## config.mk

```make
export PLATFORM = sky130hd
export DESIGN_NAME = regfile
export DESIGN_NICKNAME = d
export VERILOG_FILES = /design/src/rtl/regfile.sv
export VERILOG_INCLUDE_DIRS = /design/src /design/src/rtl
export SDC_FILE = /design/constraint.sdc
export NUM_CORES = 2
export LEC_CHECK = 0
export BUFFER_PORTS_ARGS = -buffer_cell sky130_fd_sc_hd__buf_2
export CAP_MARGIN = 40
export CORE_MARGIN = 2
export CORE_UTILIZATION = 61
export DETAILED_ROUTE_END_ITERATION = 10
export PLACE_DENSITY_LB_ADDON = 0.25
export SLEW_MARGIN = 25
export SYNTH_ARGS = -nofsm -noshare
export SYNTH_HDL_FRONTEND = slang
export SYNTH_SLANG_ARGS = --single-unit
```

## constraint.sdc

```tcl
create_clock -name clock -period 7.35 [get_ports clock]
set_input_delay 0.735 -clock clock [delete_from_list [all_inputs] [get_ports clock]]
set_output_delay 0.735 -clock clock [all_outputs]
set_load 0.005 [all_outputs]
```

## src/rtl/cpu_cfg.svh

```systemverilog
`ifndef CPU_CFG_SVH
`define CPU_CFG_SVH

// datapath and instruction width
`define CPU_XLEN 32

// register file
`define CPU_REG_AW 5
`define CPU_NREGS 32

// word address widths of the two memories
`define CPU_IMEM_AW 10
`define CPU_DMEM_AW 8
`define CPU_DMEM_DEPTH 256

`endif
```

## src/rtl/regfile.sv

```systemverilog
`timescale 1ns/1ns
`include "cpu_cfg.svh"

module regfile(
	input  logic                   clock,
	input  logic                   rst,
	input  logic [`CPU_REG_AW-1:0] ra_addr,
	input  logic [`CPU_REG_AW-1:0] rb_addr,
	input  logic                   we,
	input  logic [`CPU_REG_AW-1:0] waddr,
	input  logic [`CPU_XLEN-1:0]   wdata,
	output logic [`CPU_XLEN-1:0]   ra_data,
	output logic [`CPU_XLEN-1:0]   rb_data
);
	logic [`CPU_XLEN-1:0] regs [0:`CPU_NREGS-1];
	logic                 wr_live;

	// r0 never takes a write
	assign wr_live = we && (waddr != '0);

	always_ff @(posedge clock) begin
		if (rst) begin
			for (int i = 0; i < `CPU_NREGS; i++) begin
				regs[i] <= '0;
			end
		end else if (wr_live) begin
			regs[waddr] <= wdata;
		end
	end

	// write-through so decode sees the value retiring this cycle
	assign ra_data = (wr_live && waddr == ra_addr) ? wdata : regs[ra_addr];
	assign rb_data = (wr_live && waddr == rb_addr) ? wdata : regs[rb_addr];

endmodule

```

Yosys cells after proc, flatten, opt, wreduce, memory -nomap -nowiden. Memories as Yosys holds them, arrays and structs flattened. Cells that the tools add are included.

Register bits: 0. Bits in writable memories: 1024. Bits of input ports: 50. Output and inout port bits: 64. Word-level logic and storage cells: 18. Memories: 1.

Eq/ne operators: 2. Mux-type cells: 10. Reductions and logical operators: 5.

Memory list: regs (words 32, width 32, read ports 2, clocked after memory_dff 0, wr ports 32, RTL line regfile.sv:15) `` logic [`CPU_XLEN-1:0] regs [0:`CPU_NREGS-1]; ``.

Operators with widths (count): two-way mux 32 bit (3); OR reduction 32 bit (1); equality test 5 bit (2); two-way mux 1 bit (6); two-way mux 5 bit (1); nonzero test 5 bit (1); logical AND 1 bit (3).

Depth between registers and ports, before layout.
Depth after elaboration: 7. Gate-level depth with buffers: 8. Mapped depth without buffers: 5.

Least setup slack after synthesis. Ideal clock, no wire load.

Kind: input to register. Start point: input waddr[2]. End point: memory regs[12][0] (netlist name), enable pin. Setup time: 0.391 ns. Arrival time: 2.667 ns. Required time: 6.959 ns. Setup slack: 4.292 ns. Cell stages on the path: 7. Path buffers: 2. Cell sequence: buf_2 -> or3_1 -> o31ai_2 -> or4_1 -> buf_6 -> nor2_4 -> or2_1.

RTL lines: start, declared (RTL line regfile.sv:10) `` input logic [`CPU_REG_AW-1:0] waddr, ``; end, declared (RTL line regfile.sv:15).

Final worst setup path.
Start point: input rb_addr[1]. End point: output rb_data[3].

Cells in the longest elaborated chain, start to end: 3. Elaborated cells on any way between the ends: 4. Classes of those cells: eq/ne (1); mux (1); reduce/logical (1); memory (1).

Ends and longest elaborated chain: start, declared (RTL line regfile.sv:8) `` input logic [`CPU_REG_AW-1:0] rb_addr, ``; parallel branches: the longest is 2 deep, another holds memory read (32 x 32 bit); two-way mux 32 bit * (RTL line regfile.sv:33) `assign rb_data = (wr_live && waddr == rb_addr) ? wdata : regs[rb_addr];`; end, declared (RTL line regfile.sv:13) `` output logic [`CPU_XLEN-1:0] rb_data ``.

Every way passes the cells marked *.

==> flow_summary.ini <==
[worst_hold_path]
min_path_cells = 2
hp-class = input pin to flip-flop

[finish]
layout-drive-gt1-share = 0.243
reg.largest.list = regs: 1024 flops
multiInputGateArea_sq_um = 21900
nets = 3502
largest_reg_flops = 1024
largest_register = regs
syn_to_final_growth_pct = 8.54
design_area_sq_um = 59100
regArea_sq_um = 30700
fill_cells = 5870

[place]
place_hpwl_mm = 92.7
gp_congestion = 0.844
placed_cell_area_sq_um = 55400
port_buffers = 113
dp_slack_ps = 2860

[critical_path]
path_depth = 7
setup.worst_path.class = input pin to output port
cp.arrival_ps = 3720
startpoint = rb_addr[1]
crit_path_end = rb_data[3]
startpoint_type = input pin
path_max_fanout = 97
cpLargestDelayFamily = buffers and inverters
slowest_stage = buf_4
crit_path_max_incr_delay_ps = 760
critical_path_required_ps = 6610
cp_num_buf_inv = 3
critPathCaptureType = output port
worstPathCellList = buf_8 -> buf_4 -> mux4_2 -> o22ai_1 -> or4_1 -> o21ai_1 -> buf_2

[timing]
max_slew_margin = 0.296
rsz0062_at_grt = false
min_period_ps = 4460
tns_ps = 0
timing.fmax_ghz = 0.224
tightestPinTransition_ps = 1060
finalCritPeriodShare = 0.606
hold_viol_final = 0
maxSlewViolCount = 0
setup_viol = 0
final.setup.worst_slack_ps = 2890

[yosys]
ys_seq_area_frac = 0.565
ys_ff_latch = 1024
synthArstFlopShare = 0
synth.top_cell.area_share = 0.565
ys_top_cells_by_count = 1024 x edfxtp_1, 992 x and2_1, 425 x mux4_2, 248 x o22ai_1, 220 x clkbuf_1
yosysWarnings = 0
yosysMostFrequentCell = edfxtp_1
postSynthAreaPerCell_sq_um = 15.6
syn_inst = 3494
synth_edf_count = 1024
yosysTopAreaCell = edfxtp_1
syn_area_sq_um = 54500
ys.flop_type = edfxtp_1
synth_cell_type_count = 43
synth.area.top_cells = edfxtp_1 56%, mux4_2 18%, and2_1 11%

[cts]
cts_buffer_depth = 3
cts_tree = done
cts_htree_levels = 3
cts_resized = 0
holdBufCountCts = 0
cts.sinks = 1024
clk_pin_slew_worst_paths_ps = 60
post-cts-setup-buffers = 0
cts_buffers = 103
root_buffer = clkbuf_16

[routing]
routed_wl_mm = 170
vias = 35010
drc = 0
drt-vias-per-instance = 7.44
dr.pass1.iters = 6
wire_per_inst_um = 36.2
detailedRoute.firstIterationViolations = 6382
final_antenna_net_count = 0

[power]
switching_share = 0.240
switching_power_uw = 3320
p_per_area_nw_per_um2 = 234
p_leak_uw = 0.0202
clkPwrFrac = 0.391
max-vdd-ir-drop_uv = 185
cellInternalPower_uw = 10500
share_comb_of_total_power = 0.109
p_seq_frac = 0.499

[global_route]
grt_pass1_wl_mm = 240
grt_max_degree = 112
track_usage = 0.375
grt_overflow = 0
grt_pass1_vias = 34816
antenna_found_initial = 13

[die]
core_region_area_sq_um = 88400
die_h_um = 303
dieArea_sq_um = 91700
start_util = 0.616
rows = 109
io_pins = 114
die_x_um = 303

[run_status]
status = completed

[job]
max_cap_viol_count = 0
==> worst min path at each step <==
stage	from	end	slack (ps)
floorplan	wdata[31]	regs[1][31]	930
global placement	rst	regs[0][29]	1320
detailed placement	rst	regs[0][1]	1340
CTS	rst	regs[0][31]	630
global route	rst	regs[0][31]	680
finish	wdata[15]	regs[3][15]	670
==> kinds of logic after synthesis <==
family / Yosys count / share of synthesized area
and+or+nand+nor: 1236 / 0.139
DFF: 1024 / 0.565
AOI/OAI and AO/OA: 317 / 0.0353
muxes: 519 / 0.218
xor gates and xnor gates: 10 / 0.00161
buffers and inverters: 387 / 0.0411
other: 1 / 0.0000689
==> per-layer routing <==
layer / routed length [um] / track usage / part of all wire
met1: 57000 / 0.506 / 0.34
met2: 78000 / 0.563 / 0.46
met4: 8960 / 0.184 / 0.053
met5: 67 / 0.00725 / 0.00039
met3: 26100 / 0.115 / 0.15
==> layout by cell type (no fill, tap or decap), types with 11 or more instances in the layout <==
cell,count
clkinv_2,21
buf_2,109
mux2i_1,11
o21ai_1,62
clkinv_1,23
edfxtp_1,1024
or4_1,63
mux4_2,425
mux4_1,83
or2_2,20
clkbuf_1,16
or2_4,11
nor2_4,31
o22ai_1,248
conb_1,32
bufinv_16,15
buf_4,77
and2_1,992
clkbuf_16,104
nand3b_1,12
nand2_1,68
==> final cells by class <==
| class | count | share of cell area |
|---|---|---|
| multi-input cells | 2114 | 0.370 |
| clock buffers | 120 | 0.0450 |
| clock inverters | 70 | 0.0130 |
| well taps | 1165 | 0.0247 |
| repair buffers | 209 | 0.0272 |
| diodes | 5 | 0.000212 |
| flip-flops and latches | 1024 | 0.520 |
==> metrics by stage <==
step	util	cells	hold WS, ps	power, uW
floorplan	-	3525	933	7960
global placement	0.626	4499	1320	8420
finish	0.669	4707	671	13800
global route	0.669	4702	675	14100
detailed placement	0.627	4501	1340	8490
CTS	0.666	4691	625	13800
==> power by group through the flow <==
| stage | logic (uW) | clock network (uW) | registers (uW) |
|---|---|---|---|
| after floorplan | 1010 | 0 | 6950 |
| after global placement | 1440 | 0 | 6980 |
| after detailed placement | 1470 | 0 | 7020 |
| after CTS | 1480 | 5410 | 6900 |
| after global routing | 1560 | 5630 | 6940 |
| final | 1510 | 5420 | 6910 |
(Power assumes the default switching activity.)
