==> src/rtl/cpu_cfg.svh <==
`ifndef CPU_CFG_SVH
`define CPU_CFG_SVH

// datapath and instruction width
`define CPU_XLEN 32

// register file
`define CPU_REG_AW 5
`define CPU_NREGS 32

// word address widths of the two memories
`define CPU_IMEM_AW 10
`define CPU_DMEM_AW 8
`define CPU_DMEM_DEPTH 256

`endif
==> src/rtl/cpu_pkg.sv <==
`include "cpu_cfg.svh"

package cpu_pkg;

	// major opcode, instruction bits 30..25
	typedef enum logic [5:0] {
		NOP     = 6'h00,
		ALU_REG = 6'h01,
		ADDI    = 6'h02,
		ORI     = 6'h03,
		MOVI    = 6'h04,
		LWI     = 6'h05,
		SWI     = 6'h06
	} opcode_t;

	typedef enum logic [4:0] {
		ADD = 5'h00,
		SUB = 5'h01,
		AND = 5'h02,
		OR  = 5'h03,
		XOR = 5'h04,
		SLT = 5'h05
	} alu_op_t;

	// write-back source
	typedef enum logic [1:0] {
		WB_ALU = 2'd0,
		WB_MEM = 2'd1,
		WB_IMM = 2'd2
	} wb_sel_t;

	localparam int OPC_MSB   = 30;
	localparam int OPC_LSB   = 25;
	localparam int RT_MSB    = 24;
	localparam int RT_LSB    = 20;
	localparam int RA_MSB    = 19;
	localparam int RA_LSB    = 15;
	localparam int RB_MSB    = 14;
	localparam int RB_LSB    = 10;
	localparam int SUB_MSB   = 4;
	localparam int SUB_LSB   = 0;
	localparam int IMM14_MSB = 13;
	localparam int IMM20_MSB = 19;

	localparam logic [`CPU_XLEN-1:0] NOP_INSTR = `CPU_XLEN'(NOP) << OPC_LSB;

endpackage

==> src/rtl/decoder.sv <==
`timescale 1ns/1ns
`include "cpu_cfg.svh"

module decoder(
	input  logic [`CPU_XLEN-1:0]   instruction,
	input  logic [`CPU_XLEN-1:0]   rb_data,
	output logic [`CPU_REG_AW-1:0] ra_addr,
	output logic [`CPU_REG_AW-1:0] rb_addr,
	output logic [`CPU_REG_AW-1:0] write_reg_addr,
	output cpu_pkg::opcode_t       opcode,
	output cpu_pkg::alu_op_t       sub_op_base,
	output logic [13:0]            imm_14bit,
	output logic [19:0]            imm_20bit,
	output logic [`CPU_XLEN-1:0]   imm_extend,
	output logic [`CPU_XLEN-1:0]   alu_src2,
	output cpu_pkg::wb_sel_t       select_write_reg,
	output logic                   do_dm_read,
	output logic                   do_dm_write,
	output logic                   do_reg_write
);
	import cpu_pkg::*;

	logic [5:0]           raw_op;
	logic                 use_rb;
	logic [`CPU_XLEN-1:0] sext14;
	logic [`CPU_XLEN-1:0] zext14;
	logic [`CPU_XLEN-1:0] sext20;

	assign raw_op         = instruction[OPC_MSB:OPC_LSB];
	assign imm_14bit      = instruction[IMM14_MSB:0];
	assign imm_20bit      = instruction[IMM20_MSB:0];
	assign write_reg_addr = instruction[RT_MSB:RT_LSB];
	assign ra_addr        = instruction[RA_MSB:RA_LSB];

	assign sext14 = {{(`CPU_XLEN-14){imm_14bit[13]}}, imm_14bit};
	assign zext14 = {{(`CPU_XLEN-14){1'b0}}, imm_14bit};
	assign sext20 = {{(`CPU_XLEN-20){imm_20bit[19]}}, imm_20bit};

	always_comb begin
		opcode           = NOP;
		sub_op_base      = ADD;
		imm_extend       = '0;
		select_write_reg = WB_ALU;
		do_dm_read       = 1'b0;
		do_dm_write      = 1'b0;
		do_reg_write     = 1'b0;
		use_rb           = 1'b0;
		case (raw_op)
			ALU_REG: begin
				opcode       = ALU_REG;
				sub_op_base  = alu_op_t'(instruction[SUB_MSB:SUB_LSB]);
				use_rb       = 1'b1;
				do_reg_write = 1'b1;
			end
			ADDI: begin
				opcode       = ADDI;
				imm_extend   = sext14;
				do_reg_write = 1'b1;
			end
			ORI: begin
				opcode       = ORI;
				imm_extend   = zext14;
				do_reg_write = 1'b1;
			end
			MOVI: begin
				opcode           = MOVI;
				imm_extend       = sext20;
				select_write_reg = WB_IMM;
				do_reg_write     = 1'b1;
			end
			// word offset scaled to a byte address
			LWI: begin
				opcode           = LWI;
				imm_extend       = {sext14[`CPU_XLEN-3:0], 2'b00};
				select_write_reg = WB_MEM;
				do_dm_read       = 1'b1;
				do_reg_write     = 1'b1;
			end
			SWI: begin
				opcode      = SWI;
				imm_extend  = {sext14[`CPU_XLEN-3:0], 2'b00};
				do_dm_write = 1'b1;
			end
			default: begin
			end
		endcase
	end

	// stores read their data register through port rb
	assign rb_addr  = (opcode == SWI) ? instruction[RT_MSB:RT_LSB] : instruction[RB_MSB:RB_LSB];
	assign alu_src2 = use_rb ? rb_data : imm_extend;

endmodule

==> config.mk <==
export PLATFORM = sky130hd
export DESIGN_NAME = decoder
export DESIGN_NICKNAME = d
export VERILOG_FILES = /design/src/rtl/cpu_pkg.sv /design/src/rtl/decoder.sv
export VERILOG_INCLUDE_DIRS = /design/src /design/src/rtl
export SDC_FILE = /design/constraint.sdc
export NUM_CORES = 1
export LEC_CHECK = 0
export ABC_CLOCK_PERIOD_IN_PS = 3440
export BUFFER_PORTS_ARGS = -buffer_cell sky130_fd_sc_hd__buf_2
export CORE_AREA = 2 2 75 77
export DETAILED_ROUTE_END_ITERATION = 10
export DIE_AREA = 0 0 77 79
export PLACE_DENSITY_LB_ADDON = 0.2
export SLEW_MARGIN = 20
export SYNTH_ARGS = -nofsm -noshare
export SYNTH_HDL_FRONTEND = slang
export SYNTH_SLANG_ARGS = --single-unit
==> constraint.sdc <==
create_clock -name vclk -period 3.44
set_input_delay 0.516 -clock vclk [all_inputs]
set_output_delay 0.516 -clock vclk [all_outputs]
set_load 0.005 [all_outputs]
# Word level (Yosys, flattened, before mapping)
# Cells that the tools add are included.
[word_totals] register_bits=0 input_bits=64
[op_classes] n_eq_ne=7 muxes=10 n_reduce_logical=2
[op_table] op="32-bit one-hot mux with 4 select lines" n=1
[op_table] op="32-bit two-way mux" n=1
[op_table] op="6-bit by 3-bit equality test with 1-bit output, second input constant" n=4
[op_table] op="3-bit one-hot mux with 6 select lines" n=1
[op_table] op="6-bit by 2-bit equality test with 1-bit output, second input constant" n=2
[op_table] op="5-bit two-way mux" n=2
[op_table] op="6-bit by 1-bit equality test with 1-bit output, second input constant" n=1
[op_table] op="5-bit OR reduction" n=1
[op_table] op="1-bit two-way mux" n=4
[op_table] op="2-bit one-hot mux with 2 select lines" n=1
[op_table] op="2-bit OR reduction" n=1

# Longest topological paths before layout
[logic_depth] depth_word=4 depth_mapped=6

# Worst setup path before layout
# No wires, ideal clock.
[synth_timing] path_type="input to output" startpoint="in instruction[27]" endpoint="out imm_extend[20]" arrival_ps=2032 required_time_ps=2924 setup_slack_ps=892 stages=6 path_buffers=3 path_cell_list="buf_2 -> nor2b_1 -> a21oi_1 -> buf_2 -> nor2_1 -> buf_4"
[synth_between] elab_chain_cells=3
[synth_lines] item="start: declaration" line="decoder.sv:5" source="input logic [`CPU_XLEN-1:0] instruction,"
[synth_lines] item="6-bit by 3-bit equality test with 1-bit output" line="decoder.sv:48" source="case (raw_op)"
[synth_lines] item="2-bit OR reduction (no source line)"
[synth_lines] item="32-bit one-hot mux with 4 select lines *" line="decoder.sv:48"
[synth_lines] item="end: declaration" line="decoder.sv:14" source="output logic [`CPU_XLEN-1:0] imm_extend,"
# Every way passes the cells marked *; elsewhere a longest branch is shown, timed or not.

# Final worst setup path
[layout_timing] startpoint="in instruction[25]" endpoint="out alu_src2[12]"
[layout_between] elab_chain_cells=4
[layout_lines] item="6-bit by 3-bit equality test with 1-bit output" line="decoder.sv:48"
[layout_lines] item="2-bit OR reduction (no source line)"
[layout_lines] item="32-bit one-hot mux with 4 select lines" line="decoder.sv:48"
[layout_lines] item="32-bit two-way mux *" line="decoder.sv:91" source="assign alu_src2 = use_rb ? rb_data : imm_extend;"
[layout_lines] item="end: declaration" line="decoder.sv:15" source="output logic [`CPU_XLEN-1:0] alu_src2,"
# Marked as above.

==> flow_summary.ini <==
[grt]
grt_max_degree = 29
grt_usage = 0.138
met2_usage = 0.265
antenna_found_initial = 0
grt_pass1_vias = 1500
grt.overflow.total = 0
grtUsageMet1 = 0.175
top_usage_layer = met2
grt_pass1_wl_um = 7270
gr-usage-met3 = 0.0170

[final_layout]
num-fill-cells = 633
fin_nets = 389
mostFrequentLayoutCell = buf_2
multiInputGateArea_sq_um = 896
seq_area_sq_um = 0
diodes = 0
syn_to_final_growth_pct = 36.2
drive_above_1_share = 0.647
layout_common_cells = buf_2 (189), and3_1 (22), a21oi_1 (22), nand2_1 (20), a22o_1 (14)
nClkBuffers = 0
nFlopsAndLatches = 0

[die]
core-area_sq_um = 5340
start_util = 0.271
die_h_um = 79
dieArea_sq_um = 6080
rows = 27
ioPinCount = 193
die_w_um = 77

[sta]
finalHoldViolCount = 0
fmax_ghz = 0.380
rsz0062_at_grt = no
slew_headroom = 0.553
worstMarginPinSlew_ns = 0.669
final.period_utilization = 0.764
min_period_ns = 2.63
setup_viol = 0
report.final.slew_viol_count = 0
fin_setup_tns_ns = 0
whs_ns = 1.21

[drt]
avgViaCountPerCell = 4.62
ant_nets = 0
drt_pass1_iterations = 3
vias = 1826
drc_errors = 0
wl_um = 4870
wire_per_inst_um = 12.3
drt_iter0_drc = 57

[placed_design]
dp_hpwl_um = 3870
numPortBuffers = 189
gp_congestion = 0.687

[synthesis]
yosysSeqAreaShare = 0
synth.distinct_cells = 28
syn_area_sq_um = 1450
yosysWarningCount = 0
syn_inst = 206
synth_area_per_cell_sq_um = 7.02

[min_path]
min_to = write_reg_addr[1]
hold_path.class = input pin to output port
hp-start = instruction[21]
hold_depth = 2

[clock_network]
ctsHoldBuffers = 0
cts_setup_buffers = 0
cts_resized = 0

[setup_path]
crit_path_end_kind = output port
startpoint = instruction[25]
cp.arrival_ns = 2.11
worstSetupPathType = input pin to output port
startpoint_type = input pin
required_ns = 2.92
cp_max_fo = 28

[flow_run]
cap_violations = 0

[outcome]
status = complete, no violations

[pwr]
total_power_mw = 0.171
p_per_area_nw_per_um2 = 86.6
leakage_nw = 1.27
peakVddDrop_mv = 0.0395
kinds of logic after synthesis:
logic type / after synthesis / share of synthesized area
other cells: 1 / 0.00259
buf+inv: 79 / 0.394
xor+xnor: 1 / 0.00606
compound gates: 52 / 0.272
simple gates: 63 / 0.247
mux: 10 / 0.0779
report_power, final:
part	internal (mW)	switching, mW	leakage (nW)
combinational	0.0840	0.0866	1.27
sequential	0	0	0
clock	0	0	0
worst max-delay path, stage by stage:
cell and delay [ns]:
buf_2 0.21, or3b_4 0.44, a21oi_4 0.56, a221o_1 0.27, buf_2 0.11
Yosys cell counts, types with 2 or more instances:
cell type  instances  area share
buf_6              4       0.031
nor3b_1            2       0.010
nor2_1             5       0.013
clkbuf_1           4       0.010
a21oi_1           22       0.076
a22o_1            14       0.085
nor3_1             2      0.0069
and2_1             3       0.013
buf_2              8       0.028
nand3b_1           2       0.010
nand2_1           20       0.052
a221o_1           13       0.090
buf_4             62        0.32
mux2_2            10       0.078
and3_1            22       0.095
final cells by class:
type | instances | area share
Timing Repair Buffer | 194 | 0.499
Multi-Input combinational cell | 129 | 0.455
Tap cell | 72 | 0.0457
metal layers:
layer,wire length (um),vias to the layer above
met4,0,0
met3,484,0
met5,0,-
met2,2400,109
met1,1990,807
li1,-,910
how the worst max path moves through the flow:
stage                           to  slack, ns  depth (start not counted)
finish                alu_src2[12]       0.81                          5
global route           alu_src2[6]       0.66                          5
CTS                   alu_src2[13]       0.79                          5
detailed placement    alu_src2[13]       0.79                          5
global placement      alu_src2[12]       0.79                          5
floorplan           imm_extend[20]       0.89                          6
stage by stage:
stage | cells | area (sq um) | setup slack, ns | util
CTS | 395 | 1970 | 0.786 | 0.369
detailed placement | 395 | 1970 | 0.787 | 0.369
global placement | 395 | 1970 | 0.786 | 0.369
floorplan | 208 | 1450 | 0.892 | -
global route | 395 | 1970 | 0.658 | 0.369
finish | 395 | 1970 | 0.811 | 0.369
Note: power is estimated with default switching activity, not from simulation.
