[src/rtl/cpu_cfg.svh]
`ifndef CPU_CFG_SVH
`define CPU_CFG_SVH

// datapath and instruction width
`define CPU_XLEN 32

// register file
`define CPU_REG_AW 5
`define CPU_NREGS 32

// word address widths of the two memories
`define CPU_IMEM_AW 10
`define CPU_DMEM_AW 8
`define CPU_DMEM_DEPTH 256

`endif
[src/rtl/cpu_pkg.sv]
`include "cpu_cfg.svh"

package cpu_pkg;

	// major opcode, instruction bits 30..25
	typedef enum logic [5:0] {
		NOP     = 6'h00,
		ALU_REG = 6'h01,
		ADDI    = 6'h02,
		ORI     = 6'h03,
		MOVI    = 6'h04,
		LWI     = 6'h05,
		SWI     = 6'h06
	} opcode_t;

	typedef enum logic [4:0] {
		ADD = 5'h00,
		SUB = 5'h01,
		AND = 5'h02,
		OR  = 5'h03,
		XOR = 5'h04,
		SLT = 5'h05
	} alu_op_t;

	// write-back source
	typedef enum logic [1:0] {
		WB_ALU = 2'd0,
		WB_MEM = 2'd1,
		WB_IMM = 2'd2
	} wb_sel_t;

	localparam int OPC_MSB   = 30;
	localparam int OPC_LSB   = 25;
	localparam int RT_MSB    = 24;
	localparam int RT_LSB    = 20;
	localparam int RA_MSB    = 19;
	localparam int RA_LSB    = 15;
	localparam int RB_MSB    = 14;
	localparam int RB_LSB    = 10;
	localparam int SUB_MSB   = 4;
	localparam int SUB_LSB   = 0;
	localparam int IMM14_MSB = 13;
	localparam int IMM20_MSB = 19;

	localparam logic [`CPU_XLEN-1:0] NOP_INSTR = `CPU_XLEN'(NOP) << OPC_LSB;

endpackage

[src/rtl/regwalls.sv]
`timescale 1ns/1ns
`include "cpu_cfg.svh"

module regwalls(
	input  logic                    clock,
	input  logic                    rst,
	output logic [`CPU_IMEM_AW-1:0] pc,
	input  logic [`CPU_XLEN-1:0]    instruction_in,
	output logic [`CPU_XLEN-1:0]    instruction,
	input  logic [`CPU_XLEN-1:0]    ra_data_in,
	input  logic [`CPU_XLEN-1:0]    rt_data,
	input  logic [`CPU_XLEN-1:0]    alu_src2_in,
	input  logic [`CPU_XLEN-1:0]    imm_extend,
	output logic [`CPU_XLEN-1:0]    ra_data,
	output logic [`CPU_XLEN-1:0]    alu_src2,
	input  logic [`CPU_REG_AW-1:0]  write_reg_addr,
	input  cpu_pkg::opcode_t        opcode_in,
	input  cpu_pkg::alu_op_t        sub_op_base_in,
	output cpu_pkg::opcode_t        opcode,
	output cpu_pkg::alu_op_t        sub_op_base,
	input  cpu_pkg::wb_sel_t        select_write_reg,
	input  logic                    do_dm_read,
	input  logic                    do_dm_write,
	input  logic                    do_reg_write,
	input  logic [`CPU_XLEN-1:0]    alu_result,
	input  logic                    alu_overflow,
	output logic [`CPU_XLEN-1:0]    mem_addr,
	output logic [`CPU_XLEN-1:0]    mem_wdata,
	output logic                    mem_we,
	output logic                    overflow,
	input  logic [`CPU_XLEN-1:0]    dm_rdata,
	output logic                    wb_valid,
	output logic [`CPU_REG_AW-1:0]  wb_addr,
	output logic [`CPU_XLEN-1:0]    wb_data
);
	import cpu_pkg::*;

	// delay chains take the name of the stage register holding them
	logic [`CPU_REG_AW-1:0] s2_write_reg_addr;
	logic [`CPU_REG_AW-1:0] s3_write_reg_addr;
	wb_sel_t                s2_select_write_reg;
	wb_sel_t                s3_select_write_reg;
	logic                   s2_do_dm_read;
	logic                   s3_do_dm_read;
	logic                   s2_do_dm_write;
	logic                   s2_do_reg_write;
	logic                   s3_do_reg_write;
	logic [`CPU_XLEN-1:0]   s2_rt_data;
	logic [`CPU_XLEN-1:0]   s2_imm_extend;
	logic [`CPU_XLEN-1:0]   s3_imm_extend;
	logic [`CPU_XLEN-1:0]   write_reg_data;

	always_ff @(posedge clock) begin
		if (rst) begin
			pc                  <= '0;
			instruction         <= NOP_INSTR;
			opcode              <= NOP;
			sub_op_base         <= ADD;
			s2_select_write_reg <= WB_ALU;
			s2_do_dm_read       <= 1'b0;
			s2_do_dm_write      <= 1'b0;
			s2_do_reg_write     <= 1'b0;
			s3_select_write_reg <= WB_ALU;
			s3_do_dm_read       <= 1'b0;
			mem_we              <= 1'b0;
			s3_do_reg_write     <= 1'b0;
			overflow            <= 1'b0;
			wb_valid            <= 1'b0;
		end else begin
			pc          <= pc + 1'b1;
			instruction <= instruction_in;

			opcode              <= opcode_in;
			sub_op_base         <= sub_op_base_in;
			s2_select_write_reg <= select_write_reg;
			s2_do_dm_read       <= do_dm_read;
			s2_do_dm_write      <= do_dm_write;
			s2_do_reg_write     <= do_reg_write;

			s3_select_write_reg <= s2_select_write_reg;
			s3_do_dm_read       <= s2_do_dm_read;
			mem_we              <= s2_do_dm_write;
			s3_do_reg_write     <= s2_do_reg_write;
			overflow            <= alu_overflow;

			wb_valid <= s3_do_reg_write;
		end
	end

	always_ff @(posedge clock) begin
		ra_data           <= ra_data_in;
		alu_src2          <= alu_src2_in;
		s2_rt_data        <= rt_data;
		s2_imm_extend     <= imm_extend;
		s2_write_reg_addr <= write_reg_addr;

		mem_addr          <= alu_result;
		mem_wdata         <= s2_rt_data;
		s3_imm_extend     <= s2_imm_extend;
		s3_write_reg_addr <= s2_write_reg_addr;

		wb_addr <= s3_write_reg_addr;
		wb_data <= write_reg_data;
	end

	// write-back select
	// mem_addr doubles as the stage-3 alu result
	always_comb begin
		case (s3_select_write_reg)
			WB_MEM:  write_reg_data = dm_rdata;
			WB_IMM:  write_reg_data = s3_imm_extend;
			default: write_reg_data = mem_addr;
		endcase
	end

	// load and store strobes come from one opcode, never both
	no_read_write_clash: assert property (
		@(posedge clock) disable iff (rst) !(s3_do_dm_read && mem_we)
	);

endmodule

[config.mk]
export PLATFORM = sky130hd
export DESIGN_NAME = regwalls
export DESIGN_NICKNAME = d
export VERILOG_FILES = /design/src/rtl/cpu_pkg.sv /design/src/rtl/regwalls.sv
export VERILOG_INCLUDE_DIRS = /design/src /design/src/rtl
export SDC_FILE = /design/constraint.sdc
export NUM_CORES = 1
export LEC_CHECK = 0
export BUFFER_PORTS_ARGS = -buffer_cell sky130_fd_sc_hd__buf_2
export CAP_MARGIN = 20
export CORE_AREA = 2 2 180 182
export CTS_BUF_LIST = sky130_fd_sc_hd__clkbuf_16
export DETAILED_ROUTE_END_ITERATION = 7
export DIE_AREA = 0 0 182 184
export SYNTH_ARGS = -nofsm -noshare
export SYNTH_HDL_FRONTEND = slang
export SYNTH_SLANG_ARGS = --single-unit
[constraint.sdc]
create_clock -name clock -period 1.4 [get_ports clock]
set_input_delay 0.07 -clock clock [delete_from_list [all_inputs] [get_ports clock]]
set_output_delay 0.07 -clock clock [all_outputs]
set_load 0.01 [all_outputs]
# == Word-level counts from Yosys, hierarchy flattened ==
# Cells that the tools add are included.
# word_totals
output_inout_bits,221
romBits,0
latchBits,0
input_bits,248
wordCells,27
ramBits,0
regBits,334
memories,0
# op_classes
n_addsub,1
reduce_logical,0
n_lt_le_gt_ge,0
n_shift,0
muxes,1
div,0
n_bitwise,0
eq_ne,2
multipliers,0
# op_table
op,count
case mux 32 bit (2 select lines),1
adder 10 x 1 -> 10 bit (second input constant),1
equality test 2 x 1 -> 1 bit (second input constant),1
equality test 2 bit (second input constant),1

# == Depth between registers and ports, before layout ==
# logic_depth
word_depth,2
ltp_mapped,6
depth_no_buf,4

# == Worst setup path before layout ==
# OpenSTA, ideal clock, no wires.
# synth_path
path_type,flip-flop to flip-flop
from,register pc[0]
to,register pc[8]
arrival_time_ps,1309
stages_incl_launch_ff,5
period_less_slack_ps,1380
setup_slack_ps,20
required_ps,1329
path_buffers,0
setup_time_ps,71
cell_sequence,dfxtp_1 ha_1 nand2_1 or4_1 a21oi_1
# synth_between
elab_chain_cells,1
# synth_lines
element,line,text
from (decl),regwalls.sv:7,"output logic [`CPU_IMEM_AW-1:0] pc,"
from (signal assigned),regwalls.sv:70,pc <= pc + 1'b1;
adder 10 x 1 -> 10 bit,regwalls.sv:70,
# Every way passes these cells.
# A chain may end at the register's enable or synchronous reset.

# == Worst setup path in the final report ==
# layout_path
from,register s3_select_write_reg[0]
to,register wb_data[31]
# layout_between
elab_chain_cells,2
elab_cells_between_ends,3
classes_between,eq/ne (2); mux (1)
# layout_lines
element,line,text
from (decl),regwalls.sv:42,wb_sel_t s3_select_write_reg;
from (signal assigned),regwalls.sv:80,s3_select_write_reg <= s2_select_write_reg;
equality test 2 bit or equality test 2 x 1 -> 1 bit (tied branches),regwalls.sv:109,case (s3_select_write_reg)
case mux 32 bit (2 select lines) *,regwalls.sv:109,
via write_reg_data[31],regwalls.sv:51,logic [`CPU_XLEN-1:0] write_reg_data;
to (signal assigned),regwalls.sv:103,wb_data <= write_reg_data;
to (decl),regwalls.sv:34,output logic [`CPU_XLEN-1:0] wb_data
# Mark *: on every way through the listed nets, which the timed path passes. The rest lies on a longest branch.

==> summary by stage <==
Run status
The run finished with clean final reports.

Timing
After routing, the total negative slack on setup checks comes to 0 ns. For this run, the top clock speed supported by timing is between 0.7 and 0.8 GHz. Setup repair after global routing left no endpoint under its margin.

The number of slew-limit violations in the final report was 0. Between clock sinks in the finished design, the worst skew comes to a little over 0.02 ns. The final count of negative-setup-slack endpoints is 0.

The time the final worst path needs with I/O delays and setup is about 1.3 ns. The share of the clock period used by the worst path after layout is roughly 95%. The smallest hold slack is ~0.19 ns. The headroom to the max-slew limit is 80.8%. The count of final hold-check violations is 0. The slew at the pin closest to its max-slew limit is ~0.29 ns.

Global routing
The largest net degree at the start of global routing is 65. For this run, global-route usage on met3 was measured as 5.17%. The number of global-route vias before repair is 7305.

The overall track demand over capacity in global routing is 14.6%. The initial antenna violation count is 1. After global routing the overflow that remains totals 0. The met1 demand-to-capacity share in global routing is approximately 15%. The first global-routing pass estimated between 30000 and 40000 um of wire. The routing layer with the top usage in global route is met2. In the global route stage, met2 resource usage came out at 27.3%.

Pwr
The worst vdd rail ir drop is approximately 0.85 mV. For this design the ratio of total power to cell area is about 1400 mW/mm^2. For this design the static power due to leakage is a little under 7 nW.

Critical path
STA puts the critical path data arrival time at roughly 1.7 ns. STA classifies the critical path startpoint as a flip-flop. The type of element capturing the critical path is a flip-flop. For the worst setup path, the data required time is roughly 1.8 ns. The category of the most critical setup path is flip-flop to flip-flop. In this run the worst path has a maximum fanout of 23.

Clock network
At the later pin of the worst-skew pair, clock insertion delay measures 0.51 ns. Clock-pin slew was measured on the worst setup and hold paths at 0.06 ns. TritonCTS built the clock tree. The root cell of the clock tree is clkbuf_16.

The sink count of the clock tree is roughly 330. In this run the number of H-tree levels came out at 2. The maximum clock path buffer count is 3.

The number of CTS-inserted buffers is 36.

Synthesis
Yosys printed 0 warnings. The number of library cell types mapped by synthesis is 19. The synthesized instance count is about 540. In the synthesized netlist the dominant register cell turns out to be dfxtp_1.

The synthesized design contains 334 register bits. The synthesized area per cell is about 15 sq um. The sequential-to-total area share from yosys stat is between 80% and 90%. The number of enable-type register cells in the synthesized netlist is 0.

After synthesis the cells add up to 0.00784 sq mm. Counting every net in the synthesized netlist gives 790. Counting flops with an async set or reset pin after synthesis yields a share of 0%.

Final layout
After the last flow step, the layout net total stands at 1550. The diode insertion count for antenna repair is 0. Compared with the post-synthesis result, the final layout area differs by 84.8%.

The post-route netlist has about 40% of its cells at a drive strength greater than 1.

Routing
For this block, the initial DRC count from the detailed router was 171. The number of search-and-repair iterations in the first detailed-routing pass is 4. The average wire per cell in the routed design is 14.9 um. The number of design rule violations left after detail routing is 0. The wire length after detailed routing is roughly 26000 um. Using the TritonRoute via totals, the vias-per-cell ratio works out to approximately 3.9.

The remaining antenna violation count is 0. The detailed-route via count is 6690.

Die
In this run the count of I/O pins placed on the die edge is between 400 and 500. The starting density of the core is between 20% and 30%. The die width is 182 um. The floorplan step defined a die boundary enclosing between 0.03 and 0.04 sq mm. The die boundary height is roughly 180 um. The number of rows created at floorplan is 65. The floorplan step defined a core boundary enclosing roughly 0.031 sq mm.

Placement
Detailed placement ended at an HPWL of between 15000 and 20000 um. The congestion estimate from routability-driven global placement came to 0.762. The count of buffers added on input and output ports is 467.

Worst hold path
The tightest min-delay check is of the input pin to flip-flop type.

Job
The count of max-cap constraint violations is 0.
cells by family (layout without fill, tap and decap cells):
kind of cell | after synthesis | in the layout | share of synthesized area [%]
AOI/OAI and AO/OA | 74 | 74 | 5.81
buffers and inverters | 23 | 809 | 1.10
xor gates and xnor gates | 3 | 3 | 0.335
and+or+nand+nor | 102 | 102 | 7.00
DFF | 334 | 334 | 85.3
adders and majority gates | 3 | 3 | 0.479
repair_timing:
| action | 4_1_cts | 5_1_grt |
|---|---|---|
| hold endpoints to repair | 256 | 0 |
| setup endpoints to repair | 0 | 2 |
| gates resized for setup | 0 | 2 |
| hold buffers | 266 | 0 |
| setup buffers | 0 | 0 |
where the power goes:
group / leakage, nW / internal, mW / switching (mW) / total (mW)
logic: 3.46 / 1.08 / 0.746 / 1.83
registers: 2.81 / 10.0 / 0.165 / 10.2
clock network: 0.552 / 5.00 / 3.73 / 8.73
total: 6.82 / 16.1 / 4.64 / 20.8
metrics by stage:
step	std cells	power, mW	util (%)	cell area, sq um	setup slack (ns)
floorplan	539	10.8	-	7840	0.0201
global placement	1397	11.6	34.2	10700	0.0983
detailed placement	1397	11.6	34.2	10700	0.0694
CTS	1727	21.0	46.1	14500	0.0652
global route	1727	21.7	46.1	14500	0.00142
finish	1727	20.8	46.1	14500	0.0723
worst paths after layout:
check / slack [ns] / cells after the start / start / to
max: 0.07 / 5 / s3_select_write_reg[0]$_SDFF_PP0_ / wb_data[31]$_DFF_P_
max reg2reg: 0.07 / 5 / s3_select_write_reg[0]$_SDFF_PP0_ / wb_data[31]$_DFF_P_
min reg2reg: 0.32 / 0 / s3_write_reg_addr[0]$_DFF_P_ / wb_addr[0]$_DFF_P_
min: 0.19 / 2 / alu_result[18] / mem_addr[18]$_DFF_P_
worst max-delay path, cell delays in order, from the launching register on:
cell,delay [ns]
dfxtp_1,0.31
inv_1,0.05
ha_2,0.35
buf_12,0.21
a22oi_1,0.10
o21ai_0,0.19
synth_stat cells (2+ instances only):
cell type | number | area share [%]
clkbuf_1 | 20 | 0.96
xor2_1 | 2 | 0.22
or3_1 | 2 | 0.16
a21oi_1 | 5 | 0.32
or4_1 | 2 | 0.19
nor2b_1 | 54 | 4.3
inv_1 | 3 | 0.14
a22oi_1 | 32 | 3.1
o31ai_1 | 2 | 0.19
nor2_1 | 4 | 0.19
nand2_1 | 34 | 1.6
nand3_1 | 3 | 0.19
dfxtp_1 | 334 | 85
ha_1 | 3 | 0.48
o21ai_0 | 35 | 2.2
placed cells by master (no fill, tap or decap), types with 3 or more instances in the layout:
cell type,count
a21oi_1,5
a22oi_1,32
buf_12,4
buf_2,467
buf_4,5
clkbuf_16,37
clkinv_1,9
clkinvlp_4,3
dfxtp_1,333
dlygate4sd3_1,266
inv_1,10
inv_6,3
nand2_1,34
nor2_1,4
nor2b_1,54
o21ai_0,35
final cells by class:
cell class | instances | area, sq um
Inverter | 3 | 11.3
Multi-Input combinational cell | 182 | 1080
Clock buffer | 37 | 926
Timing Repair Buffer | 742 | 5120
Fill cell | 2768 | 16900
Tap cell | 402 | 503
Clock inverter | 27 | 166
Sequential cell | 334 | 6690
per-layer routing:
metal | vias to the layer above | part of all wire [%]
met5 | - | 0
met4 | 0 | 2.9
met3 | 71 | 8.7
met2 | 311 | 52
met1 | 3029 | 37
li1 | 3279 | -
Power figures use the tool's default switching activity.
