### config.mk
export PLATFORM = sky130hd
export DESIGN_NAME = alu
export DESIGN_NICKNAME = d
export VERILOG_FILES = /design/src/rtl/cpu_pkg.sv /design/src/rtl/alu.sv
export VERILOG_INCLUDE_DIRS = /design/src /design/src/rtl
export SDC_FILE = /design/constraint.sdc
export NUM_CORES = 1
export LEC_CHECK = 0
export BUFFER_PORTS_ARGS = -buffer_cell sky130_fd_sc_hd__buf_2
export CAP_MARGIN = 20
export CORE_UTILIZATION = 50
export DETAILED_ROUTE_END_ITERATION = 10
export MAX_ROUTING_LAYER = met4
export PLACE_DENSITY = 0.77
export SETUP_SLACK_MARGIN = 0.02
export SLEW_MARGIN = 5
export SYNTH_ARGS = -nofsm -noshare
export SYNTH_HDL_FRONTEND = slang
export SYNTH_SLANG_ARGS = --single-unit
export TNS_END_PERCENT = 50
### constraint.sdc
create_clock -name vclk -period 5.3
set_input_delay 1.06 -clock vclk [all_inputs]
set_output_delay 1.06 -clock vclk [all_outputs]
set_load 0.005 [all_outputs]
### src/rtl/cpu_cfg.svh
`ifndef CPU_CFG_SVH
`define CPU_CFG_SVH

// datapath and instruction width
`define CPU_XLEN 32

// register file
`define CPU_REG_AW 5
`define CPU_NREGS 32

// word address widths of the two memories
`define CPU_IMEM_AW 10
`define CPU_DMEM_AW 8
`define CPU_DMEM_DEPTH 256

`endif
### src/rtl/cpu_pkg.sv
`include "cpu_cfg.svh"

package cpu_pkg;

	// major opcode, instruction bits 30..25
	typedef enum logic [5:0] {
		NOP     = 6'h00,
		ALU_REG = 6'h01,
		ADDI    = 6'h02,
		ORI     = 6'h03,
		MOVI    = 6'h04,
		LWI     = 6'h05,
		SWI     = 6'h06
	} opcode_t;

	typedef enum logic [4:0] {
		ADD = 5'h00,
		SUB = 5'h01,
		AND = 5'h02,
		OR  = 5'h03,
		XOR = 5'h04,
		SLT = 5'h05
	} alu_op_t;

	// write-back source
	typedef enum logic [1:0] {
		WB_ALU = 2'd0,
		WB_MEM = 2'd1,
		WB_IMM = 2'd2
	} wb_sel_t;

	localparam int OPC_MSB   = 30;
	localparam int OPC_LSB   = 25;
	localparam int RT_MSB    = 24;
	localparam int RT_LSB    = 20;
	localparam int RA_MSB    = 19;
	localparam int RA_LSB    = 15;
	localparam int RB_MSB    = 14;
	localparam int RB_LSB    = 10;
	localparam int SUB_MSB   = 4;
	localparam int SUB_LSB   = 0;
	localparam int IMM14_MSB = 13;
	localparam int IMM20_MSB = 19;

	localparam logic [`CPU_XLEN-1:0] NOP_INSTR = `CPU_XLEN'(NOP) << OPC_LSB;

endpackage

### src/rtl/alu.sv
`timescale 1ns/1ns
`include "cpu_cfg.svh"

module alu(
	input  cpu_pkg::alu_op_t     op,
	input  cpu_pkg::opcode_t     opcode,
	input  logic [`CPU_XLEN-1:0] a,
	input  logic [`CPU_XLEN-1:0] b,
	output logic [`CPU_XLEN-1:0] result,
	output logic                 overflow
);
	import cpu_pkg::*;

	localparam int MSB = `CPU_XLEN - 1;

	alu_op_t              eff_op;
	logic [`CPU_XLEN-1:0] sum;
	logic [`CPU_XLEN-1:0] diff;
	logic                 less;
	logic                 ovf_raw;

	// immediate forms pick their own operation
	always_comb begin
		case (opcode)
			ADDI, LWI, SWI: eff_op = ADD;
			ORI:            eff_op = OR;
			default:        eff_op = op;
		endcase
	end

	assign sum  = a + b;
	assign diff = a - b;
	assign less = $signed(a) < $signed(b);

	always_comb begin
		case (eff_op)
			ADD:     result = sum;
			SUB:     result = diff;
			AND:     result = a & b;
			OR:      result = a | b;
			XOR:     result = a ^ b;
			SLT:     result = {{(`CPU_XLEN-1){1'b0}}, less};
			default: result = '0;
		endcase
	end

	always_comb begin
		case (eff_op)
			ADD:     ovf_raw = (a[MSB] == b[MSB]) && (sum[MSB] != a[MSB]);
			SUB:     ovf_raw = (a[MSB] != b[MSB]) && (diff[MSB] != a[MSB]);
			default: ovf_raw = 1'b0;
		endcase
	end

	// address arithmetic and nop/movi never flag
	assign overflow = ovf_raw && (opcode == ALU_REG || opcode == ADDI);

endmodule

Word-level counts from Yosys, hierarchy flattened --
Cells that the tools add are included.
Word-level totals: bits of input ports 75, word-level logic and storage cells 29, flip-flop bits (word level) 0
Operators by class: eq/ne operators 14, bitwise gates (word level) 3, magnitude comparators 1, reductions and logical operators 6, add/subtract/negate cells 2, multiplexer cells 3
Operator list (number):
- case mux 32 bit (6 select lines) | 1
- adder 32 bit | 1
- bitwise AND 32 bit | 1
- less-than comparator 32 bit | 1
- OR 32 bit | 1
- subtractor 32 bit | 1
- XOR 32 bit | 1
- equality test 6 x 2 -> 1 bit, second input constant | 2
- equality test 6 x 3 -> 1 bit, second input constant | 2
- equality test 5 x 2 -> 1 bit, second input constant | 2
- equality test 5 x 3 -> 1 bit, second input constant | 2
- case mux 5 bit (2 select lines) | 1
- equality test 6 x 1 -> 1 bit, second input constant | 1
- equality test 5 x 1 -> 1 bit, second input constant | 1
- zero test 5 bit | 1
- logical AND 1 bit | 3
- != test 1 bit | 3
- OR reduction 3 bit | 1
- case mux 1 bit (2 select lines) | 1
- equality test 1 bit | 1
- logical OR 1 bit | 1

Longest topological paths before layout --
Gate-level depths: netlist of the first run.
word-level depth 6, depth in mapped cells 12, gate-level depth less buffers 12

Worst setup path after synthesis of the first run --
Ideal clock, no wire load.
kind in2out, start point input port a[0], end point output port result[30], setup slack 0.635 ns, arrival time 3.605 ns, path buffers 0, cell stages on the path 12, path through ha_1 > inv_1 > fa_1 > and2b_1 > o31a_4 > o31ai_2 > o41ai_4 > a311oi_2 > or3_4 > a211oi_2 > nor3b_1 > a311o_1
On the way: longest elaborated chain between the ends 2
RTL lines:
- start: declaration | line alu.sv:7 | input logic [`CPU_XLEN-1:0] a,
- subtractor 32 bit or adder 32 bit (tied branches) | line alu.sv:32, alu.sv:31
- case mux 32 bit (6 select lines) * | line alu.sv:36 | case (eff_op)
- end: declaration | line alu.sv:9 | output logic [`CPU_XLEN-1:0] result,
Every way passes the cells marked *; elsewhere a longest branch is shown, timed or not.

Final worst setup path of the first run --
start point input port b[0], end point output port result[30]
On the way: longest elaborated chain between the ends 2
RTL lines:
- start: declaration | line alu.sv:8 | input logic [`CPU_XLEN-1:0] b,
- subtractor 32 bit or adder 32 bit (tied branches) | line alu.sv:32, alu.sv:31
- case mux 32 bit (6 select lines) * | line alu.sv:36
Marks and branches as above.

==> summary.txt, run 1 <==
Critical path
  – WP data required: 4.24 ns
  – Kind of critical path: in -> out
  – CP max stage delay: 0.43 ns
  – CP arrival: 4.15 ns
  – Crit path launch type: input port
  – Family with the most delay on the worst path: compound AO/OA/AOI/OAI gates
  – Critical Path Fanout Max: 4
  – CP Cell Sequence: buf_2 > ha_2 > inv_1 > fa_1 > and2b_1 > o31a_4 > o31ai_4 > o41ai_4 > a311oi_2 > or3_4 > a211oi_2 > nor3b_1 > a311o_1 > buf_2
  – WP buf/inv: 3
  – Most frequent CP cell: buf_2
  – Critical path capture point type: primary output
  – Crit-path slowest cell: o41ai_4

Logic synthesis
  – Synthesis Warnings: 0
  – Top-area cell type share of the netlist area: 23.0%
  – Net Count, Synth: 986
  – Synth Instances: 811
  – Mapped Area: 0.00533 sq mm
  – Yosys cell types: 84
  – Dominant cell type by area after synthesis: ha_1
  – Sequential area share after synthesis: 0%
  – Synth area leaders: ha_1 23%, a21oi_1 7.8%, inv_1 6.9%
  – Avg Synthesized Cell Area: 6.57 sq um

Global routing
  – Vias in the first global route: 5,837
  – Initial antenna violation count: 0
  – First-pass GRT wire length: 27.2 mm
  – GR Overflow Total: 0
  – Largest net degree at the start of global routing: 20
  – GR Util All Layers: 29.8%

Hold path
  – Hold Path Cell Cnt: 5
  – Worst Hold End: result[25]
  – Hold crit path type: in -> out
  – Hold path startpoint: op[4]

Floorplanning
  – Core ar.: 0.0103 sq mm
  – Die height: 105 um
  – Initial Util: 51.6%
  – Die Width: 105 um
  – Die area: 0.0111 sq mm
  – # IOs: 108
  – # rows: 37

Final layout
  – Seq_cells: 0
  – Finished Layout Cells: 1,038
  – Final core occ: 59.0%
  – Share of layout cells above drive strength 1: 18.0%
  – Area of the multi-input gates: 0.00478 sq mm
  – P&R area growth vs syn: 14.2%
  – Register area: 0 sq um
  – Ant diodes: 0
  – Final Net Count: 1,079
  – Clkbuf count: 0
  – Fillers: 1,071
  – Design area: 0.00609 sq mm

Timing
  – Worst Max-Slew Pin Slew: 0.676 ns
  – Period Utilization, post-route: 98.2%
  – Unrepaired setup endpoints after global routing: false
  – Max_slew headroom: 54.4%
  – Peak Freq: 192 MHz
  – Final Critical Period: 5.21 ns
  – Count of pins over their slew limit: 0
  – Final Hold Fails: 0
  – Sum of negative setup slack: 0 ns
  – Final setup vio count: 0

Placed design
  – Dpl cells: 1,037
  – # port buffers: 108
  – Area after DPL: 0.00607 sq mm
  – Final HPWL DP: 13.3 mm
  – RePlAce Congestion: 0.988

Routing
  – Wirelength, routed: 16.5 mm
  – Via count: 6,498
  – Number of remaining DRC errors: 0
  – Per-cell routed wire length: 15.9 um
  – Detailed Route Iter0 Violations: 537
  – Final antenna-violating net count: 0
  – TritonRoute pass-1 iters: 5
  – Vias per cell: 6.26

Power and ir drop
  – P_leak: 3.04 nW
  – Max IR drop VDD: 48.3 uV
  – PD cells: 98.0 mW/mm^2

Status
  – Status: complete, no violations

Flow run
  – Max cap viols: 0
==> synthesized netlist by cell type (4+ instances only) <==
library cell / n
o22ai_1: 10
a21oi_1: 83
o21ai_1: 7
buf_2: 13
o21ai_0: 46
a221oi_1: 8
nor2b_1: 8
mux2i_1: 4
nor3_1: 20
nand2_1: 59
inv_1: 98
o21a_1: 5
nor4_1: 9
or3_1: 5
o31ai_1: 9
o311ai_0: 5
a211oi_1: 7
xnor2_1: 7
nand4_1: 7
o21bai_1: 8
a221o_1: 5
nand3_1: 17
nor2_1: 71
clkbuf_1: 28
o221ai_1: 15
a31oi_1: 9
o211ai_1: 17
nor3b_1: 5
and3_1: 5
a31o_2: 4
ha_1: 98
and2_1: 4
nand2b_1: 10
o2111ai_1: 6
a21o_1: 20
nand3b_1: 5
==> routing by layer <==
metal,wire (um),global-route usage (%)
met1,7250,39.6
met2,7550,50.1
met3,1380,1.24
met4,323,6.44
met5,0,-
==> through the flow <==
| stage | setup WS [ns] | power [mW] | hold slack, ns |
|---|---|---|---|
| after floorplan | 0.635 | 0.401 | 2.25 |
| after global placement | 0.182 | 0.573 | 2.56 |
| after detailed placement | 0.134 | 0.578 | 2.57 |
| after CTS | 0.131 | 0.581 | 2.57 |
| after global routing | 0.0111 | 0.657 | 2.63 |
| final | 0.0931 | 0.596 | 2.59 |
==> layout by cell type (no fill, tap or decap), types with 4 or more instances in the layout <==
cell / netlist / layout
buf_2: 13 / 108
inv_1: 98 / 98
ha_1: 98 / 97
a21oi_1: 83 / 83
nor2_1: 71 / 71
nand2_1: 59 / 59
o21ai_0: 46 / 45
buf_4: 1 / 29
nor3_1: 20 / 20
a21o_1: 20 / 20
o211ai_1: 17 / 17
nand3_1: 17 / 17
o221ai_1: 15 / 14
nand2b_1: 10 / 10
o22ai_1: 10 / 10
a31oi_1: 9 / 9
nor4_1: 9 / 9
o31ai_1: 9 / 9
nor2b_1: 8 / 8
a221oi_1: 8 / 8
o21bai_1: 8 / 8
o21ai_1: 7 / 7
nand4_1: 7 / 7
a211oi_1: 7 / 7
xnor2_1: 7 / 7
o2111ai_1: 6 / 6
nand3b_1: 5 / 5
or3_1: 5 / 5
and3_1: 5 / 5
o311ai_0: 5 / 5
o21a_1: 5 / 5
nor3b_1: 5 / 5
a221o_1: 5 / 5
a31o_2: 4 / 4
and2_1: 4 / 4
mux2i_1: 4 / 4
==> cell families after synthesis <==
kind of cell,synth area share (%)
AOI/OAI and AO/OA,40.8
buffers and inverters,10.9
adders and majority gates,23.8
muxes,0.751
xor gates and xnor gates,1.48
and+or+nand+nor,22.3
==> worst max-delay path by stage <==
stage / start / to / slack [ns] / cells past startpoint
CTS: b[0] / result[30] / 0.13 / 14
detailed placement: b[0] / result[30] / 0.13 / 14
global route: b[0] / result[30] / 0.01 / 14
floorplan: a[0] / result[30] / 0.64 / 12
finish: b[0] / result[30] / 0.09 / 14
global placement: b[0] / result[30] / 0.18 / 14
==> report_power, final <==
| group | internal (mW) | switching [mW] |
|---|---|---|
| sequential | 0 | 0 |
| combinational | 0.240 | 0.356 |
| clock | 0 | 0 |
| total | 0.240 | 0.356 |
==> repair_timing <==
item / CTS / global route
setup buffers: 0 / 1
hold endpoints to repair: 0 / 0
setup endpoints to repair: 0 / 4
hold buffers: 0 / 0
resized for setup: 0 / 3
==> final cells by class <==
cell class                      instances  area share [%]
Inverter                              100            6.17
Multi-Input combinational cell        665            78.6
Tap cell                              136            2.80
Timing Repair Buffer                  137            12.5
(Power assumes the default switching activity.)
==> run 2, diff against run 1 <==
PLACE_DENSITY = 0.8   (was 0.77)
clock period = 4.5 ns   (was 5.3 ns; I/O delays follow)
==> summary.txt, run 2 (synthesis results as in run 1) <==
Status
  – Status: complete, no violations

Floorplanning
  – # IOs: 108
  – Die Width: 105 um
  – Die area: 0.0111 sq mm
  – Initial Util: 51.6%
  – Core ar.: 0.0103 sq mm
  – Die height: 105 um
  – # rows: 37

Final layout
  – Finished Layout Cells: 1,095
  – Final Net Count: 1,136
  – Ant diodes: 0
  – Clkbuf count: 0
  – P&R area growth vs syn: 25.9%
  – Seq_cells: 0
  – Share of layout cells above drive strength 1: 26.0%
  – Commonest non-fill, non-tap cells in the layout: 106 x buf_2, 97 x inv_1, 93 x ha_1
  – Fillers: 956
  – Register area: 0 sq um
  – Most common cell after layout, fill and taps aside: buf_2

Critical path
  – Critical path capture point type: primary output
  – Critical Path Fanout Max: 2
  – WP data required: 3.60 ns
  – CP arrival: 3.52 ns
  – Kind of critical path: in -> out
  – Crit path launch type: input port

Global routing
  – Vias in the first global route: 6,209
  – Initial antenna violation count: 0
  – First-pass GRT wire length: 28.4 mm
  – GR Util All Layers: 31.0%
  – Largest net degree at the start of global routing: 24
  – GR Overflow Total: 0

Timing
  – Final setup vio count: 0
  – Sum of negative setup slack: 0 ns
  – Hold slack: 2.23 ns
  – Max_slew headroom: 58.2%
  – Unrepaired setup endpoints after global routing: true
  – Worst Max-Slew Pin Slew: 0.621 ns
  – Final setup margin: 0.0818 ns
  – Peak Freq: 226 MHz
  – Count of pins over their slew limit: 0
  – Final Hold Fails: 0
  – Period Utilization, post-route: 98.2%
  – Final Critical Period: 4.42 ns

Placed design
  – Dpl cells: 1,091
  – RePlAce Congestion: 0.974
  – Final HPWL DP: 13.8 mm
  – DP Worst Slack: -0.233 ns
  – # port buffers: 108

Power and ir drop
  – P_leak: 3.34 nW
  – Max IR drop VDD: 64.1 uV
  – Overall power: 0.799 mW
  – PD cells: 119 mW/mm^2

Routing
  – TritonRoute pass-1 iters: 6
  – Vias per cell: 6.19
  – Number of remaining DRC errors: 0
  – Per-cell routed wire length: 15.7 um
  – Via count: 6,776
  – Final antenna-violating net count: 0
  – Wirelength, routed: 17.2 mm
  – Detailed Route Iter0 Violations: 668

Hold path
  – Hold crit path type: in -> out

Clocking
  – Hold-fix buffers, CTS: 0

Flow run
  – Max cap viols: 0
run 2: cell count changes in the layout (fill, tap and decap cells not counted), sizes merged:
cell  before  now
buf      137  194
run 2: path summary, 6_finish.rpt:
path	start	cells after the start	to	slack [ns]
max	a[0]	14	result[30]	0.08
min	op[4]	5	result[25]	2.23
run 2: routing by layer:
metal	global-route usage (%)	part of all wire, %	up-vias
li1	-	-	3271
met1	39.9	41	3068
met2	51.6	47	385
met3	2.47	9.3	52
met4	9.56	2.7	0
met5	-	0	-
run 2: timing repair:
action,CTS,global route
setup buffers,3,3
setup endpoints to repair,7,17
resized for setup,14,32
cloned,0,0
pin swaps,18,16
run 2: worst max-delay path: stages:
cell and delay [ns]:
buf_6 0.08, ha_4 0.13, inv_2 0.03, fa_2 0.32
and2b_1 0.23, o31a_4 0.14, o31ai_4 0.09, o41ai_4 0.27
a311oi_2 0.17, or3_4 0.37, a211oi_2 0.23, nor3b_1 0.08
a311o_1 0.34, buf_2 0.14
run 2: power breakdown:
group / total, mW / internal [mW] / switching [mW]
clock network: 0 / 0 / 0
registers: 0 / 0 / 0
logic: 0.799 / 0.349 / 0.450
run 2: cell type report:
cell class / instances / area [sq um] / share of cell area (%)
Multi-Input combinational cell: 665 / 4960 / 73.9
Timing Repair Buffer: 194 / 1200 / 17.9
Inverter: 100 / 375 / 5.59
Tap cell: 136 / 170 / 2.54
run 2: through the flow:
| stage | cell area, sq um | utilization [%] |
|---|---|---|
| CTS | 6550 | 63.4 |
| finish | 6710 | 65.0 |
| global route | 6710 | 65.0 |
| detailed placement | 6470 | 62.7 |
| global placement | 6470 | 62.7 |
| floorplan | 5330 | - |
==> run 3, diff against run 2 <==
PLACE_DENSITY = 0.82   (was 0.8)
==> summary.txt, run 3 (synthesis results as in run 1) <==
Status
  – Status: complete, but fails checks
  – Violated checks: negative setup slack

Final layout
  – Fillers: 918
  – Clkbuf count: 0
  – Share of layout cells above drive strength 1: 27.1%
  – Seq_cells: 0
  – Most common cell after layout, fill and taps aside: buf_2
  – Design area: 0.00680 sq mm
  – Register area: 0 sq um
  – Ant diodes: 0
  – Final Net Count: 1,148
  – Commonest non-fill, non-tap cells in the layout: 106 x buf_2, 97 x buf_4, 96 x inv_1
  – P&R area growth vs syn: 27.5%

Power and ir drop
  – Max IR drop VDD: 60.4 uV
  – Switch Pwr: 0.462 mW
  – Clk network pwr share: 0%
  – P_leak: 3.40 nW
  – Combinational share of power: 100.0%
  – PD cells: 121 mW/mm^2
  – Switching share of total power: 56.2%
  – Seq pwr share: 0%
  – Int Pwr: 0.361 mW

Critical path
  – CP arrival: 3.61 ns
  – Critical path capture point type: primary output
  – WP data required: 3.60 ns
  – CP max stage delay: 0.35 ns
  – CP Cell Sequence: buf_8 > ha_4 > inv_2 > fa_2 > and2b_1 > o31a_4 > o31ai_4 > o41ai_4 > a311oi_2 > buf_4 > nor2_2 > a21oi_2 > nor3_1 > a311o_1 > buf_2
  – Kind of critical path: in -> out
  – Crit path launch type: input port
  – Crit-path slowest cell: a311o_1
  – Critical Path Fanout Max: 2

Floorplanning
  – Core ar.: 0.0103 sq mm
  – Die area: 0.0111 sq mm
  – Initial Util: 51.6%
  – Die height: 105 um
  – # IOs: 108
  – Die Width: 105 um
  – # rows: 37

Routing
  – Vias per cell: 6.23
  – Detailed Route Iter0 Violations: 726
  – TritonRoute pass-1 iters: 5
  – Via count: 6,895
  – Per-cell routed wire length: 16.3 um
  – Wirelength, routed: 18.1 mm
  – Number of remaining DRC errors: 0
  – Final antenna-violating net count: 0

Hold path
  – Hold crit path type: in -> out

Global routing
  – First-pass GRT wire length: 29.0 mm
  – GR Util All Layers: 31.8%
  – Vias in the first global route: 6,394
  – Largest net degree at the start of global routing: 24
  – Initial antenna violation count: 0
  – GR Overflow Total: 0

Flow run
  – Max cap viols: 0

Timing
  – Count of pins over their slew limit: 0
  – Final Critical Period: 4.51 ns
  – Period Utilization, post-route: 100%
  – Unrepaired setup endpoints after global routing: true
  – Max_slew headroom: 53.9%
  – Sum of negative setup slack: -0.00859 ns
  – Hold slack: 2.22 ns
  – Final setup vio count: 1
  – Final Hold Fails: 0
  – Final setup margin: -0.00859 ns
  – Peak Freq: 222 MHz
  – Worst Max-Slew Pin Slew: 0.685 ns

Placed design
  – DP Worst Slack: -0.279 ns
  – RePlAce Congestion: 1.01
  – # port buffers: 108
  – Area after DPL: 0.00656 sq mm
  – Final HPWL DP: 14.3 mm

Clocking
  – Hold-fix buffers, CTS: 0
run 3: changes by cell type in the layout (fill, tap and decap cells not counted), moves of 2 or more:
cell     before  now
buf_4        86   97
o21ai_1       3    7
o21ai_0      45   42
nor3b_1       3    5
nor3b_2       2    0
o22ai_2       0    2
run 3: critical path: cells and delay by family:
family	cells	cell delay, ns
simple gates	3	0.30
buf+inv	4	0.46
fa+ha+maj	2	0.35
compound gates	6	1.58
run 3: repair_timing:
| item | in CTS | in global routing |
|---|---|---|
| resized for setup | 13 | 36 |
| pin swaps | 12 | 12 |
| setup endpoints to repair | 5 | 15 |
| setup buffers | 4 | 3 |
run 3: power by group through the flow:
stage / combinational [mW] / clock (mW) / sequential [mW]
2_1_floorplan: 0.472 / 0 / 0
3_3_place_gp: 0.745 / 0 / 0
3_5_place_dp: 0.760 / 0 / 0
4_1_cts: 0.774 / 0 / 0
5_1_grt: 0.892 / 0 / 0
6_report: 0.823 / 0 / 0
run 3: routing by layer:
metal  share of wire [%]  up-vias  routed length (um)  global-route usage, %
li1                    -     3290                   -                      -
met1                  41     3106                7410                   39.5
met2                  47      422                8440                   52.5
met3                 8.7       77                1570                   2.72
met4                 3.6        0                 643                   13.8
met5                   0        -                   0                      -
run 3: final timing paths:
kind / end / startpoint / cells past startpoint
worst max-delay path: result[30] / b[0] / 15
worst min-delay path: result[25] / op[4] / 5
run 3: final cells by class:
cell class                 instances  area, sq um  share of cell area (%)
multi-input combinational        665         4940                    72.8
inverter                         100          375                    5.52
timing repair buffer             206         1310                    19.2
tap                              136          170                    2.50
run 3: through the flow:
step	power (mW)	utilization (%)	cells
floorplan	0.472	-	811
global placement	0.745	63.5	1101
detailed placement	0.760	63.5	1101
CTS	0.774	64.3	1104
global route	0.892	65.8	1107
finish	0.823	65.8	1107
